[src/include/husky_config.svh]
`ifndef HUSKY_CONFIG_SVH
`define HUSKY_CONFIG_SVH

// sample buffer geometry
`define HUSKY_BUF_DEPTH 64
`define HUSKY_PTR_W     6
`define HUSKY_CNT_W     7 // holds 0..64

// datapath widths
`define HUSKY_ADC_W     12
`define HUSKY_REG_W     8

// register map, byte addresses on the host bus
`define HUSKY_ADDR_CTRL    8'h00 // wr: bit0 arm, bit1 clear
`define HUSKY_ADDR_COUNT   8'h01 // rd/wr sample count
`define HUSKY_ADDR_STATUS  8'h02 // rd: armed, capturing, done
`define HUSKY_ADDR_DATA_LO 8'h03
`define HUSKY_ADDR_DATA_HI 8'h04 // read of hi byte steps the pointer

`endif
[src/design/husky_pkg.sv]
package husky_pkg;

   // capture engine states
   typedef enum logic [1:0] {
      ST_IDLE    = 2'd0,
      ST_ARMED   = 2'd1, // waiting for trigger rise
      ST_CAPTURE = 2'd2,
      ST_DONE    = 2'd3  // buffer holds count samples
   } capture_state_e;

   // decoded bus operations, one per access
   typedef enum logic [2:0] {
      OP_NONE      = 3'd0,
      OP_WR_CTRL   = 3'd1,
      OP_WR_COUNT  = 3'd2,
      OP_RD_STATUS = 3'd3,
      OP_RD_COUNT  = 3'd4,
      OP_RD_LO     = 3'd5, // sample bits 7:0
      OP_RD_HI     = 3'd6  // sample bits 11:8
   } reg_op_e;

endpackage

[src/design/capture_if.sv]
`timescale 1ns/1ps
`include "husky_config.svh"

interface capture_if
   import husky_pkg::*;
();

   reg_op_e                  op;        // single cycle pulse per access
   logic [`HUSKY_REG_W-1:0]  wdata;     // last written byte
   logic                     arm_bit;   // ctrl write with bit 0
   logic                     clear_bit; // ctrl write with bit 1

   // decoder drives everything
   modport dec (
      output op,
      output wdata,
      output arm_bit,
      output clear_bit
   );

   // engine needs the write side too
   modport eng (
      input op,
      input wdata,
      input arm_bit,
      input clear_bit
   );

   // readback only cares which read is pending
   modport rb (
      input op
   );

endinterface

[src/design/adc_capture_top.sv]
`timescale 1ns/1ps
`include "husky_config.svh"

module adc_capture_top
   import husky_pkg::*;
(
   input  logic                    ADC_clk_fb,
   input  logic                    arst_n_i,
   input  logic [`HUSKY_REG_W-1:0] reg_addr_i,
   input  logic                    reg_wr_i,
   input  logic                    reg_rd_i,
   input  logic [`HUSKY_REG_W-1:0] reg_wdata_i,
   output logic [`HUSKY_REG_W-1:0] reg_rdata_o,
   input  logic [`HUSKY_ADC_W-1:0] adc_data_i,
   input  logic                    trigger_i,
   output logic                    LED_ARMED_o,
   output logic                    LED_CAP_o
);

   capture_if cif (); // decoded ops, decoder -> engine + readback

   logic                    buf_wr_en;
   logic [`HUSKY_PTR_W-1:0] buf_wr_addr;
   logic [`HUSKY_PTR_W-1:0] buf_rd_addr;
   logic [`HUSKY_ADC_W-1:0] buf_wr_data;
   logic [`HUSKY_ADC_W-1:0] buf_rd_data;
   capture_state_e          eng_state;
   logic [`HUSKY_REG_W-1:0] eng_count;

   reg_decoder u_dec (
      .ADC_clk_fb  (ADC_clk_fb),
      .arst_n_i    (arst_n_i),
      .reg_addr_i  (reg_addr_i),
      .reg_wr_i    (reg_wr_i),
      .reg_rd_i    (reg_rd_i),
      .reg_wdata_i (reg_wdata_i),
      .cif         (cif.dec)
   );

   capture_engine u_eng (
      .ADC_clk_fb  (ADC_clk_fb),
      .arst_n_i    (arst_n_i),
      .cif         (cif.eng),
      .adc_data_i  (adc_data_i),
      .trigger_i   (trigger_i),
      .wr_en_o     (buf_wr_en),
      .wr_addr_o   (buf_wr_addr),
      .rd_addr_o   (buf_rd_addr),
      .wr_data_o   (buf_wr_data),
      .state_o     (eng_state),
      .count_o     (eng_count),
      .led_armed_o (LED_ARMED_o), // registered levels straight to pins
      .led_cap_o   (LED_CAP_o)
   );

   sample_buffer u_buf (
      .ADC_clk_fb (ADC_clk_fb),
      .wr_en_i    (buf_wr_en),
      .wr_addr_i  (buf_wr_addr),
      .rd_addr_i  (buf_rd_addr),
      .wr_data_i  (buf_wr_data),
      .rd_data_o  (buf_rd_data)
   );

   readback_mux u_rb (
      .ADC_clk_fb  (ADC_clk_fb),
      .arst_n_i    (arst_n_i),
      .cif         (cif.rb),
      .state_i     (eng_state),
      .count_i     (eng_count),
      .rd_data_i   (buf_rd_data),
      .reg_rdata_o (reg_rdata_o)
   );

endmodule

[src/design/readback_mux.sv]
`timescale 1ns/1ps
`include "husky_config.svh"

module readback_mux
   import husky_pkg::*;
(
   input  logic                    ADC_clk_fb,
   input  logic                    arst_n_i,
   capture_if.rb                   cif,
   input  capture_state_e          state_i,
   input  logic [`HUSKY_REG_W-1:0] count_i,
   input  logic [`HUSKY_ADC_W-1:0] rd_data_i,
   output logic [`HUSKY_REG_W-1:0] reg_rdata_o
);

   logic [`HUSKY_REG_W-1:0] status_w;
   logic [`HUSKY_REG_W-1:0] sample_lo_w;
   logic [`HUSKY_REG_W-1:0] sample_hi_w;
   logic [`HUSKY_REG_W-1:0] rdata_q;

   // one hot status bits from the engine state
   assign status_w = {
      5'b0,
      state_i == ST_DONE,    // bit 2
      state_i == ST_CAPTURE, // bit 1
      state_i == ST_ARMED    // bit 0
   };

   assign sample_lo_w = rd_data_i[7:0];
   assign sample_hi_w = {4'b0, rd_data_i[`HUSKY_ADC_W-1:8]}; // upper nibble zero

   always_ff @(posedge ADC_clk_fb or negedge arst_n_i) begin
      if (!arst_n_i) begin
         rdata_q <= '0;
      end else begin
         case (cif.op)
            OP_RD_STATUS: rdata_q <= status_w;
            OP_RD_COUNT:  rdata_q <= count_i;
            OP_RD_LO:     rdata_q <= sample_lo_w;
            OP_RD_HI:     rdata_q <= sample_hi_w;
            default:      rdata_q <= rdata_q; // hold until next read
         endcase
      end
   end

   assign reg_rdata_o = rdata_q;

endmodule

[src/design/sample_buffer.sv]
`timescale 1ns/1ps
`include "husky_config.svh"

module sample_buffer (
   input  logic                    ADC_clk_fb,
   input  logic                    wr_en_i,
   input  logic [`HUSKY_PTR_W-1:0] wr_addr_i,
   input  logic [`HUSKY_PTR_W-1:0] rd_addr_i,
   input  logic [`HUSKY_ADC_W-1:0] wr_data_i,
   output logic [`HUSKY_ADC_W-1:0] rd_data_o
);

   // 64 x 12, maps onto block or distributed ram
   logic [`HUSKY_ADC_W-1:0] mem [0:`HUSKY_BUF_DEPTH-1];

   // single write port
   always_ff @(posedge ADC_clk_fb) begin
      if (wr_en_i)
         mem[wr_addr_i] <= wr_data_i;
   end

   // registered read, one edge behind rd_addr_i
   always_ff @(posedge ADC_clk_fb) begin
      rd_data_o <= mem[rd_addr_i];
   end

endmodule

[src/design/capture_engine.sv]
`timescale 1ns/1ps
`include "husky_config.svh"

module capture_engine
   import husky_pkg::*;
(
   input  logic                    ADC_clk_fb,
   input  logic                    arst_n_i,
   capture_if.eng                  cif,
   input  logic [`HUSKY_ADC_W-1:0] adc_data_i,
   input  logic                    trigger_i,
   output logic                    wr_en_o,
   output logic [`HUSKY_PTR_W-1:0] wr_addr_o,
   output logic [`HUSKY_PTR_W-1:0] rd_addr_o,
   output logic [`HUSKY_ADC_W-1:0] wr_data_o,
   output capture_state_e          state_o,
   output logic [`HUSKY_REG_W-1:0] count_o,
   output logic                    led_armed_o,
   output logic                    led_cap_o
);

   localparam logic [`HUSKY_REG_W-1:0] FULL_CNT = `HUSKY_BUF_DEPTH;

   capture_state_e          state_q, state_d;
   logic                    trig_q, trig_d1;  // registered trigger + its history
   logic [`HUSKY_ADC_W-1:0] data_q;           // aligned with trig_q
   logic [`HUSKY_ADC_W-1:0] cap_data_q;       // sample headed for the buffer
   logic [`HUSKY_CNT_W-1:0] samp_cnt_q;
   logic [`HUSKY_CNT_W-1:0] samp_next;
   logic [`HUSKY_REG_W-1:0] count_q;
   logic [`HUSKY_PTR_W-1:0] rd_ptr_q;
   logic                    rise;
   logic                    last;
   logic                    arm_go;

   assign rise      = trig_q && !trig_d1;
   assign samp_next = samp_cnt_q + 1'b1;
   assign last      = {1'b0, samp_next} >= count_q; // compare at 8 bits
   // arm only honoured from idle or done, clear wins
   assign arm_go    = cif.arm_bit && !cif.clear_bit &&
                      (state_q == ST_IDLE || state_q == ST_DONE);

   always_comb begin
      state_d = state_q;
      case (state_q)
         ST_IDLE:    if (cif.arm_bit) state_d = ST_ARMED;
         ST_ARMED:   if (rise) state_d = ST_CAPTURE; // rise sample is #0
         ST_CAPTURE: if (last) state_d = ST_DONE;    // last write this cycle
         ST_DONE:    if (cif.arm_bit) state_d = ST_ARMED;
         default:    state_d = ST_IDLE;
      endcase
      if (cif.clear_bit)
         state_d = ST_IDLE;
   end

   always_ff @(posedge ADC_clk_fb or negedge arst_n_i) begin
      if (!arst_n_i) begin
         state_q     <= ST_IDLE;
         trig_q      <= 1'b0;
         trig_d1     <= 1'b0;
         samp_cnt_q  <= '0;
         count_q     <= FULL_CNT;
         rd_ptr_q    <= '0;
         led_armed_o <= 1'b0;
         led_cap_o   <= 1'b0;
      end else begin
         state_q     <= state_d;
         trig_q      <= trigger_i;
         trig_d1     <= trig_q;
         led_armed_o <= (state_d == ST_ARMED);
         led_cap_o   <= (state_d == ST_CAPTURE);
         if (arm_go)
            samp_cnt_q <= '0;
         else if (state_q == ST_CAPTURE)
            samp_cnt_q <= samp_next; // one sample per cycle
         if (cif.op == OP_WR_COUNT) begin
            // 0 and anything past the buffer mean a full buffer
            if (cif.wdata == '0 || cif.wdata > FULL_CNT)
               count_q <= FULL_CNT;
            else
               count_q <= cif.wdata;
         end
         if (arm_go)
            rd_ptr_q <= '0;
         else if (cif.op == OP_RD_HI)
            rd_ptr_q <= rd_ptr_q + 1'b1; // hi byte ends a sample
      end
   end

   // sample path, no reset needed
   always_ff @(posedge ADC_clk_fb) begin
      data_q     <= adc_data_i;
      cap_data_q <= data_q;
   end

   assign wr_en_o   = (state_q == ST_CAPTURE);
   assign wr_addr_o = samp_cnt_q[`HUSKY_PTR_W-1:0];
   assign wr_data_o = cap_data_q;
   assign rd_addr_o = rd_ptr_q;
   assign state_o   = state_q;
   assign count_o   = count_q;

endmodule

[src/design/reg_decoder.sv]
`timescale 1ns/1ps
`include "husky_config.svh"

module reg_decoder
   import husky_pkg::*;
(
   input  logic                    ADC_clk_fb,
   input  logic                    arst_n_i,
   input  logic [`HUSKY_REG_W-1:0] reg_addr_i,
   input  logic                    reg_wr_i,
   input  logic                    reg_rd_i,
   input  logic [`HUSKY_REG_W-1:0] reg_wdata_i,
   capture_if.dec                  cif
);

   reg_op_e                 op_d;
   reg_op_e                 op_q;
   logic                    arm_q;
   logic                    clear_q;
   logic [`HUSKY_REG_W-1:0] wdata_q;

   // address + direction -> opcode, unmapped gives none
   always_comb begin
      op_d = OP_NONE;
      if (reg_wr_i) begin
         case (reg_addr_i)
            `HUSKY_ADDR_CTRL:  op_d = OP_WR_CTRL;
            `HUSKY_ADDR_COUNT: op_d = OP_WR_COUNT;
            default:           op_d = OP_NONE; // status/data are read only
         endcase
      end else if (reg_rd_i) begin
         case (reg_addr_i)
            `HUSKY_ADDR_STATUS:  op_d = OP_RD_STATUS;
            `HUSKY_ADDR_COUNT:   op_d = OP_RD_COUNT;
            `HUSKY_ADDR_DATA_LO: op_d = OP_RD_LO;
            `HUSKY_ADDR_DATA_HI: op_d = OP_RD_HI;
            default:             op_d = OP_NONE;
         endcase
      end
   end

   always_ff @(posedge ADC_clk_fb or negedge arst_n_i) begin
      if (!arst_n_i) begin
         op_q    <= OP_NONE;
         arm_q   <= 1'b0;
         clear_q <= 1'b0;
      end else begin
         op_q    <= op_d; // returns to none after one cycle
         arm_q   <= (op_d == OP_WR_CTRL) && reg_wdata_i[0];
         clear_q <= (op_d == OP_WR_CTRL) && reg_wdata_i[1];
      end
   end

   // write byte, only meaningful alongside a write op
   always_ff @(posedge ADC_clk_fb) begin
      if (reg_wr_i)
         wdata_q <= reg_wdata_i;
   end

   assign cif.op        = op_q;
   assign cif.wdata     = wdata_q;
   assign cif.arm_bit   = arm_q;
   assign cif.clear_bit = clear_q;

endmodule

[config.mk]
export PLATFORM = sky130hd
export DESIGN_NAME = adc_capture_top
export DESIGN_NICKNAME = d
export VERILOG_FILES = /design/src/design/husky_pkg.sv /design/src/design/capture_if.sv /design/src/design/adc_capture_top.sv /design/src/design/readback_mux.sv /design/src/design/sample_buffer.sv /design/src/design/capture_engine.sv /design/src/design/reg_decoder.sv
export VERILOG_INCLUDE_DIRS = /design/src /design/src/include
export SDC_FILE = /design/constraint.sdc
export NUM_CORES = 1
export LEC_CHECK = 0
export ABC_AREA = 0
export BUFFER_PORTS_ARGS = -buffer_cell sky130_fd_sc_hd__clkbuf_2
export CAP_MARGIN = 20
export CORE_MARGIN = 3
export CORE_UTILIZATION = 54
export CTS_BUF_LIST = sky130_fd_sc_hd__clkbuf_2 sky130_fd_sc_hd__clkbuf_4 sky130_fd_sc_hd__clkbuf_8
export DETAILED_ROUTE_END_ITERATION = 10
export PLACE_DENSITY = 0.77
export SETUP_SLACK_MARGIN = 0.4
export SLEW_MARGIN = 20
export SYNTH_ARGS = -nofsm -noshare
export SYNTH_HDL_FRONTEND = slang
export SYNTH_SLANG_ARGS = --single-unit
[constraint.sdc]
create_clock -name ADC_clk_fb -period 5.1 [get_ports ADC_clk_fb]
set_clock_uncertainty 0.05 [all_clocks]
set_input_delay 0 -clock ADC_clk_fb [delete_from_list [all_inputs] [get_ports ADC_clk_fb]]
set_output_delay 0 -clock ADC_clk_fb [all_outputs]
set_load 0.005 [all_outputs]
[Yosys cells after proc, flatten, opt, wreduce, memory -nomap -nowiden]
Memories as Yosys holds them, arrays and structs flattened. A register that Yosys moved wholly into a read port is not among the register bits.
Index checks and enable logic that the tools add are counted.
Storage, ports and cells
  bits in latches: 0
  bits in writable memories: 768
  register bits after elaboration: 72
  logic and storage cells: 68
  memories kept: 1
  ROM bits: 0
Memories
  u_buf.mem: words 64, bits a word 12, read ports 1, clocked after Yosys merged registers in 1, write ports 1, line sample_buffer.sv:14  | logic [`HUSKY_ADC_W-1:0] mem [0:`HUSKY_BUF_DEPTH-1];
Operators by class
  divide/modulo/power cells: 0
  multiply operators: 0
  add/subtract/negate cells: 2
  shift-type cells: 0
  reductions and logical operators: 16
  magnitude comparators: 2
  multiplexer cells: 17
  equality and inequality tests: 15
  bitwise logic cells: 0
Operator list (number)
  $pmux W8 S4: 1
  $eq A8 B2 Y1 const B: 2
  $logic_not A8 Y1: 2
  $mux W7: 2
  $mux W6: 2
  $pmux W3 S4: 1
  $eq A3 B3 Y1 const B: 3
  $eq A8 B1 Y1 const B: 1
  $eq A8 B3 Y1 const B: 1
  $ge A7 B8 Y1: 1
  $gt A8 B7 Y1 const B: 1
  $mux W2: 4
  $mux W8: 1
  $add A7 B1 Y7 const B: 1
  $add A6 B1 Y6 const B: 1
  $eq A2 B2 Y1 const B: 3
  $eq A3 B2 Y1 const B: 2
  $mux W3: 2
  $pmux W2 S3: 1
  $logic_and A1 B1 Y1: 5
  $eq A2 B1 Y1 const B: 2
  $pmux W2 S2: 1
  $reduce_bool A2 Y1: 2
  $reduce_bool A4 Y1: 1
  6 further kinds: 9

[Logic depth before layout (Yosys ltp)]
  depth after elaboration: 6
  depth in mapped cells: 10

[Hierarchy]
Synthesis repeated with hierarchy kept, for this count alone.
Second synthesis, totals
  cell total of the unflattened synthesis: 1583
  area total of the unflattened synthesis: 32836.5 um2
Modules (own cells, without submodules)
  sample_buffer: sequential area each 23302.3 um2, area an instance 29851.1 um2, times used 1, cells an instance 1339
  capture_engine: sequential area each 1157.4 um2, area an instance 1953.1 um2, times used 1, cells an instance 167
  readback_mux: sequential area each 200.2 um2, area an instance 529.3 um2, times used 1, cells an instance 45
  reg_decoder: sequential area each 365.4 um2, area an instance 503.0 um2, times used 1, cells an instance 32

[Least setup slack after synthesis]
OpenSTA, ideal clock, no wires.
  path kind: register to register
  start point: register u_eng.state_q[0], in the netlist u_eng.state_o[0]
  end point: memory u_buf.mem[17][0] (netlist name), enable pin
  path buffers: 1
  slack: 2848 ps
  clock period less this slack: 2252 ps
  stages on the path, launching flop included: 6
  arrival time: 1821 ps
  library setup time: 380 ps
  cells stage by stage: dfrtp_1 -> inv_1 -> ha_1 -> buf_1 -> nand3_1 -> nor2_1
Between the ends
  cells in the longest elaborated chain, start to end: 3
Ends and longest elaborated chain
  start, declared: line capture_engine.sv:24  | capture_state_e state_q, state_d;
  start signal, assigned: line capture_engine.sv:67  | state_q <= state_d;
  $eq A2 B2 Y1: line capture_engine.sv:96  | assign wr_en_o = (state_q == ST_CAPTURE);
  $mux W1: line sample_buffer.sv:18  | if (wr_en_i)
  $mux W1 (implied by the code): line sample_buffer.sv:19  | mem[wr_addr_i] <= wr_data_i;
  end, declared: line sample_buffer.sv:14
Every way passes these cells.

[Final worst setup path]
  start point: register u_eng.state_q[0], in the netlist u_eng.state_o[0]
  end point: memory u_buf.mem[6][3] (netlist name), enable pin
Same word-level chain as after synthesis.

==> impl_results.rst <==
.. list-table::
   :header-rows: 1

   * - Metric
     - Value
   * - Result of the run
     - complete, no violations
   * - Root buffer cell
     - clkbuf_8
   * - Total Routing Usage GR
     - 24.3%
   * - Worst slew margin relative to its limit
     - 15.6%
   * - GRT overflow
     - 0
   * - H-tree lvl count
     - 4
   * - Number of placed I/O pins
     - 43
   * - Number of failing setup endpoints in the final timing report
     - 0
   * - Bufs and invs on worst path
     - 1
   * - Global-route wire length before repair
     - 113,000 um
   * - DRC violation total after the first TritonRoute iteration
     - roughly 2,400
   * - Final worst hold slack
     - 0.131 ns
   * - Sequential element share of the synthesized area
     - 76.3%
   * - Worst slew pin tran
     - 1.23 ns
   * - Cells after DPL
     - 2,425
   * - Count of flip-flops with a built-in enable after synthesis
     - around 780
   * - Total of cells resized after clock tree synthesis
     - 0
   * - Share of synthesized registers carrying an async set or reset
     - 4.69%
   * - Leakage power figure
     - around 12 nW
   * - Setup TNS Final
     - 0 ns
   * - Synthesized netlist cell count
     - 1,657
   * - Clock Latency Late Sink
     - 0.79 ns
   * - Pin count of the biggest net entering global routing
     - 66
   * - Core area
     - roughly 60,000 sq um
   * - CTS tree
     - done
   * - Initial core utilization
     - 55.1%
   * - RSZ-0062 raised after global routing
     - false
   * - Maximum buffer depth of the clock tree
     - 3
   * - Top cells by area in the synthesized netlist
     - edfxtp_1, mux4_2, mux2i_1
   * - Die Footprint
     - 63,800 sq um
   * - Area of the mapped netlist
     - 32,800 sq um
   * - Post-synthesis net count
     - 1,702
   * - Data arrival at the endpoint of the critical path
     - 4.06 ns
   * - Final #Nets
     - 1,896
   * - Peak supply drop
     - about 0.00027 V
   * - Ys Warns
     - 0
   * - Crit Path Max Fanout
     - 13
   * - Fraction of final layout cells sized beyond drive strength 1
     - roughly 27%
   * - Fraction of the cycle the final worst path needs
     - 73.3%
   * - Number of buffers inserted by hold repair at cts
     - between 60 and 70
   * - Data required time of the worst path
     - 5.42 ns
   * - Crit path kind
     - reg -> reg
   * - Number of buffers added on ports
     - 42
   * - Number of slew-limit violations in the final report
     - 0
   * - Total power of the final layout
     - 0.0144 W
   * - Die Height
     - approximately 250 um
   * - Final-report hold violation count
     - 0
   * - Flip-flop and latch count after synthesis
     - 852
   * - Clock input transition at the sequential cells of the worst setup and hold paths
     - 0.06 ns
   * - Worst path max stage delay
     - between 1 and 1.5 ns
   * - Kind of cell with the highest combined delay on the critical path
     - simple AND/OR/NAND/NOR gates
   * - Post-detailed-placement half-perimeter wirelength
     - around 44,000 um
   * - Worst min-delay path class
     - in -> reg
   * - Width of the die
     - 253 um
   * - CTS sink cnt
     - 852
   * - Number of antenna violations at the first check in global routing
     - 2
   * - Post-synthesis area per instance
     - between 15 and 20 sq um
   * - Cell Count, Final, Fillers Out
     - 2,731
   * - Achievable Freq
     - about 0.27 GHz
   * - Synth-to-layout area growth
     - 13.4%
   * - Share of the synthesized area in the top cell type
     - between 70% and 80%
   * - CP startpoint kind
     - flip-flop
   * - Via density per instance
     - 6.27
   * - Post-route ant nets
     - 0
   * - Max Cap Viol
     - 0
   * - Tmin final
     - 3.74 ns
   * - Leading area contributor after synthesis
     - edfxtp_1
   * - Critical Path Slowest Stage Cell
     - nor2_1
   * - Post-route DRC
     - 0
   * - Power density over the cells
     - 387 nW/um^2
   * - Number of buffers added by the clock tree synthesis step
     - 131
   * - Final RePlAce weighted congestion
     - 0.871
   * - Placement row count
     - 89
   * - Critical path endpoint category
     - flip-flop
   * - Number of library cell types mapped by synthesis
     - 50
   * - Via count of the first global-routing pass
     - between 15,000 and 20,000
   * - Routed WL per cell
     - 27.6 um
   * - Number of detailed-routing iterations run before antenna repair
     - 6
   * - Post-detailed-routing wire length
     - 75,500 um
   * - Total via count in the routed design
     - 17,128
   * - CP Cell Sequence
     - inv_1 -> ha_1 -> nor2b_1 -> nand3_1 -> nor2_1
   * - Top_reg_cell synth
     - edfxtp_1
   * - Number of buffers added for setup after CTS
     - 0
[metrics by stage]
step           utilization [%]  setup slack (ns)  area (sq um)
2_1_floorplan                -              2.85         32800
3_3_place_gp              56.8              1.55         33900
3_5_place_dp              56.9              1.58         33900
4_1_cts                   62.2              1.57         37100
5_1_grt                   62.4              1.25         37200
6_report                  62.4              1.36         37200
[path summary, 6_finish.rpt]
path / to / from / slack, ns / depth (start not counted)
max: u_buf.mem[6][3] / u_eng.state_o[0] / 1.36 / 5
min: u_dec.cif.op[1] / reg_addr_i[7] / 0.13 / 5
max reg2reg: u_buf.mem[6][3] / u_eng.state_o[0] / 1.36 / 5
min reg2reg: u_eng.wr_data_o[9] / u_eng.data_q[9] / 0.27 / 0
max in group asynchronous: u_eng.rd_addr_o[0] / arst_n_i / 4.46 / 4
min in group asynchronous: u_eng.count_o[6] / arst_n_i / 0.29 / 3
[worst register-to-register path, cell delays in order (launching register included)]
cell     delay [ns]
dfrtp_1        0.44
inv_1          0.09
ha_1           0.50
nor2b_1        0.32
nand3_1        0.79
nor2_1         1.14
[layout by cell type, fill, tap and decap left out, types with 10 or more instances in the layout]
cell type	synthesis	layout
edfxtp_1	776	776
mux4_2	152	152
clkbuf_8	0	139
mux2i_1	104	104
nor2_1	97	66
dlygate4sd3_1	0	60
clkbuf_4	0	56
nand2_1	49	49
o22ai_1	42	42
clkbuf_2	0	42
buf_4	8	41
dfrtp_1	39	36
nor2_2	0	31
dfxtp_1	36	24
a22oi_1	23	23
clkinv_1	0	22
a211oi_1	20	20
o21ai_0	19	19
nand3_1	18	17
a21oi_1	17	17
a211o_1	17	17
mux2_2	17	17
inv_1	13	13
ha_1	12	12
dfxtp_2	0	12
xor2_1	11	11
nor3_1	10	10
clkinv_2	0	10
[power by group]
group	internal, W	switching [W]
Clock	0.00295	0.00256
Combinational	0.000284	0.000617
Sequential	0.00784	0.000138
[layer usage]
metal	track usage, %	wire length, um	part of all wire (%)	vias up
li1	-	-	-	7161
met1	33.3	29200	39	8765
met4	10.8	2610	3.5	2
met3	6.82	7890	10	183
met5	0	13	0.017	-
met2	37.1	35800	47	1017
[cell families after synthesis]
logic type | share of synthesized area [%]
buffers and inverters | 1.70
AO/OA/AOI/OAI | 3.97
AND/OR/NAND/NOR | 3.02
XOR/XNOR | 0.400
multiplexers | 14.2
flip-flops | 76.3
adder cells (fa/ha/maj) | 0.458
[registers in the layout (all words and copies together) (netlist names), 2 cells and up]
signal            count
u_buf.mem           768
u_buf.rd_data_o      12
u_dec.cif.op          3
u_dec.cif.wdata       8
u_eng.count_o         8
u_eng.data_q         12
u_eng.rd_addr_o       6
u_eng.samp_cnt_q      7
u_eng.state_o         2
u_eng.wr_data_o      12
u_rb.reg_rdata_o      8
[synthesized netlist by cell type, types with 11 or more instances]
master / instances
a22oi_1: 23
a211oi_1: 20
edfxtp_1: 776
mux2i_1: 104
nand2_1: 49
dfrtp_1: 39
inv_1: 13
mux4_2: 152
nand3_1: 18
a21oi_1: 17
clkbuf_1: 39
a211o_1: 17
buf_2: 19
o21ai_0: 19
ha_1: 12
nor2_1: 97
xor2_1: 11
dfxtp_1: 36
mux2_2: 17
o22ai_1: 42
buf_6: 16
[final cells by class]
type | count | area, sq um
sequential | 852 | 25000
fill | 3918 | 22400
antenna | 1 | 2.50
multi-input combinational | 703 | 7320
timing repair buffer | 150 | 1240
tap | 773 | 967
inverter | 13 | 48.8
clock buffer | 195 | 2330
clock inverter | 44 | 236
Power figures use the tool's default switching activity.
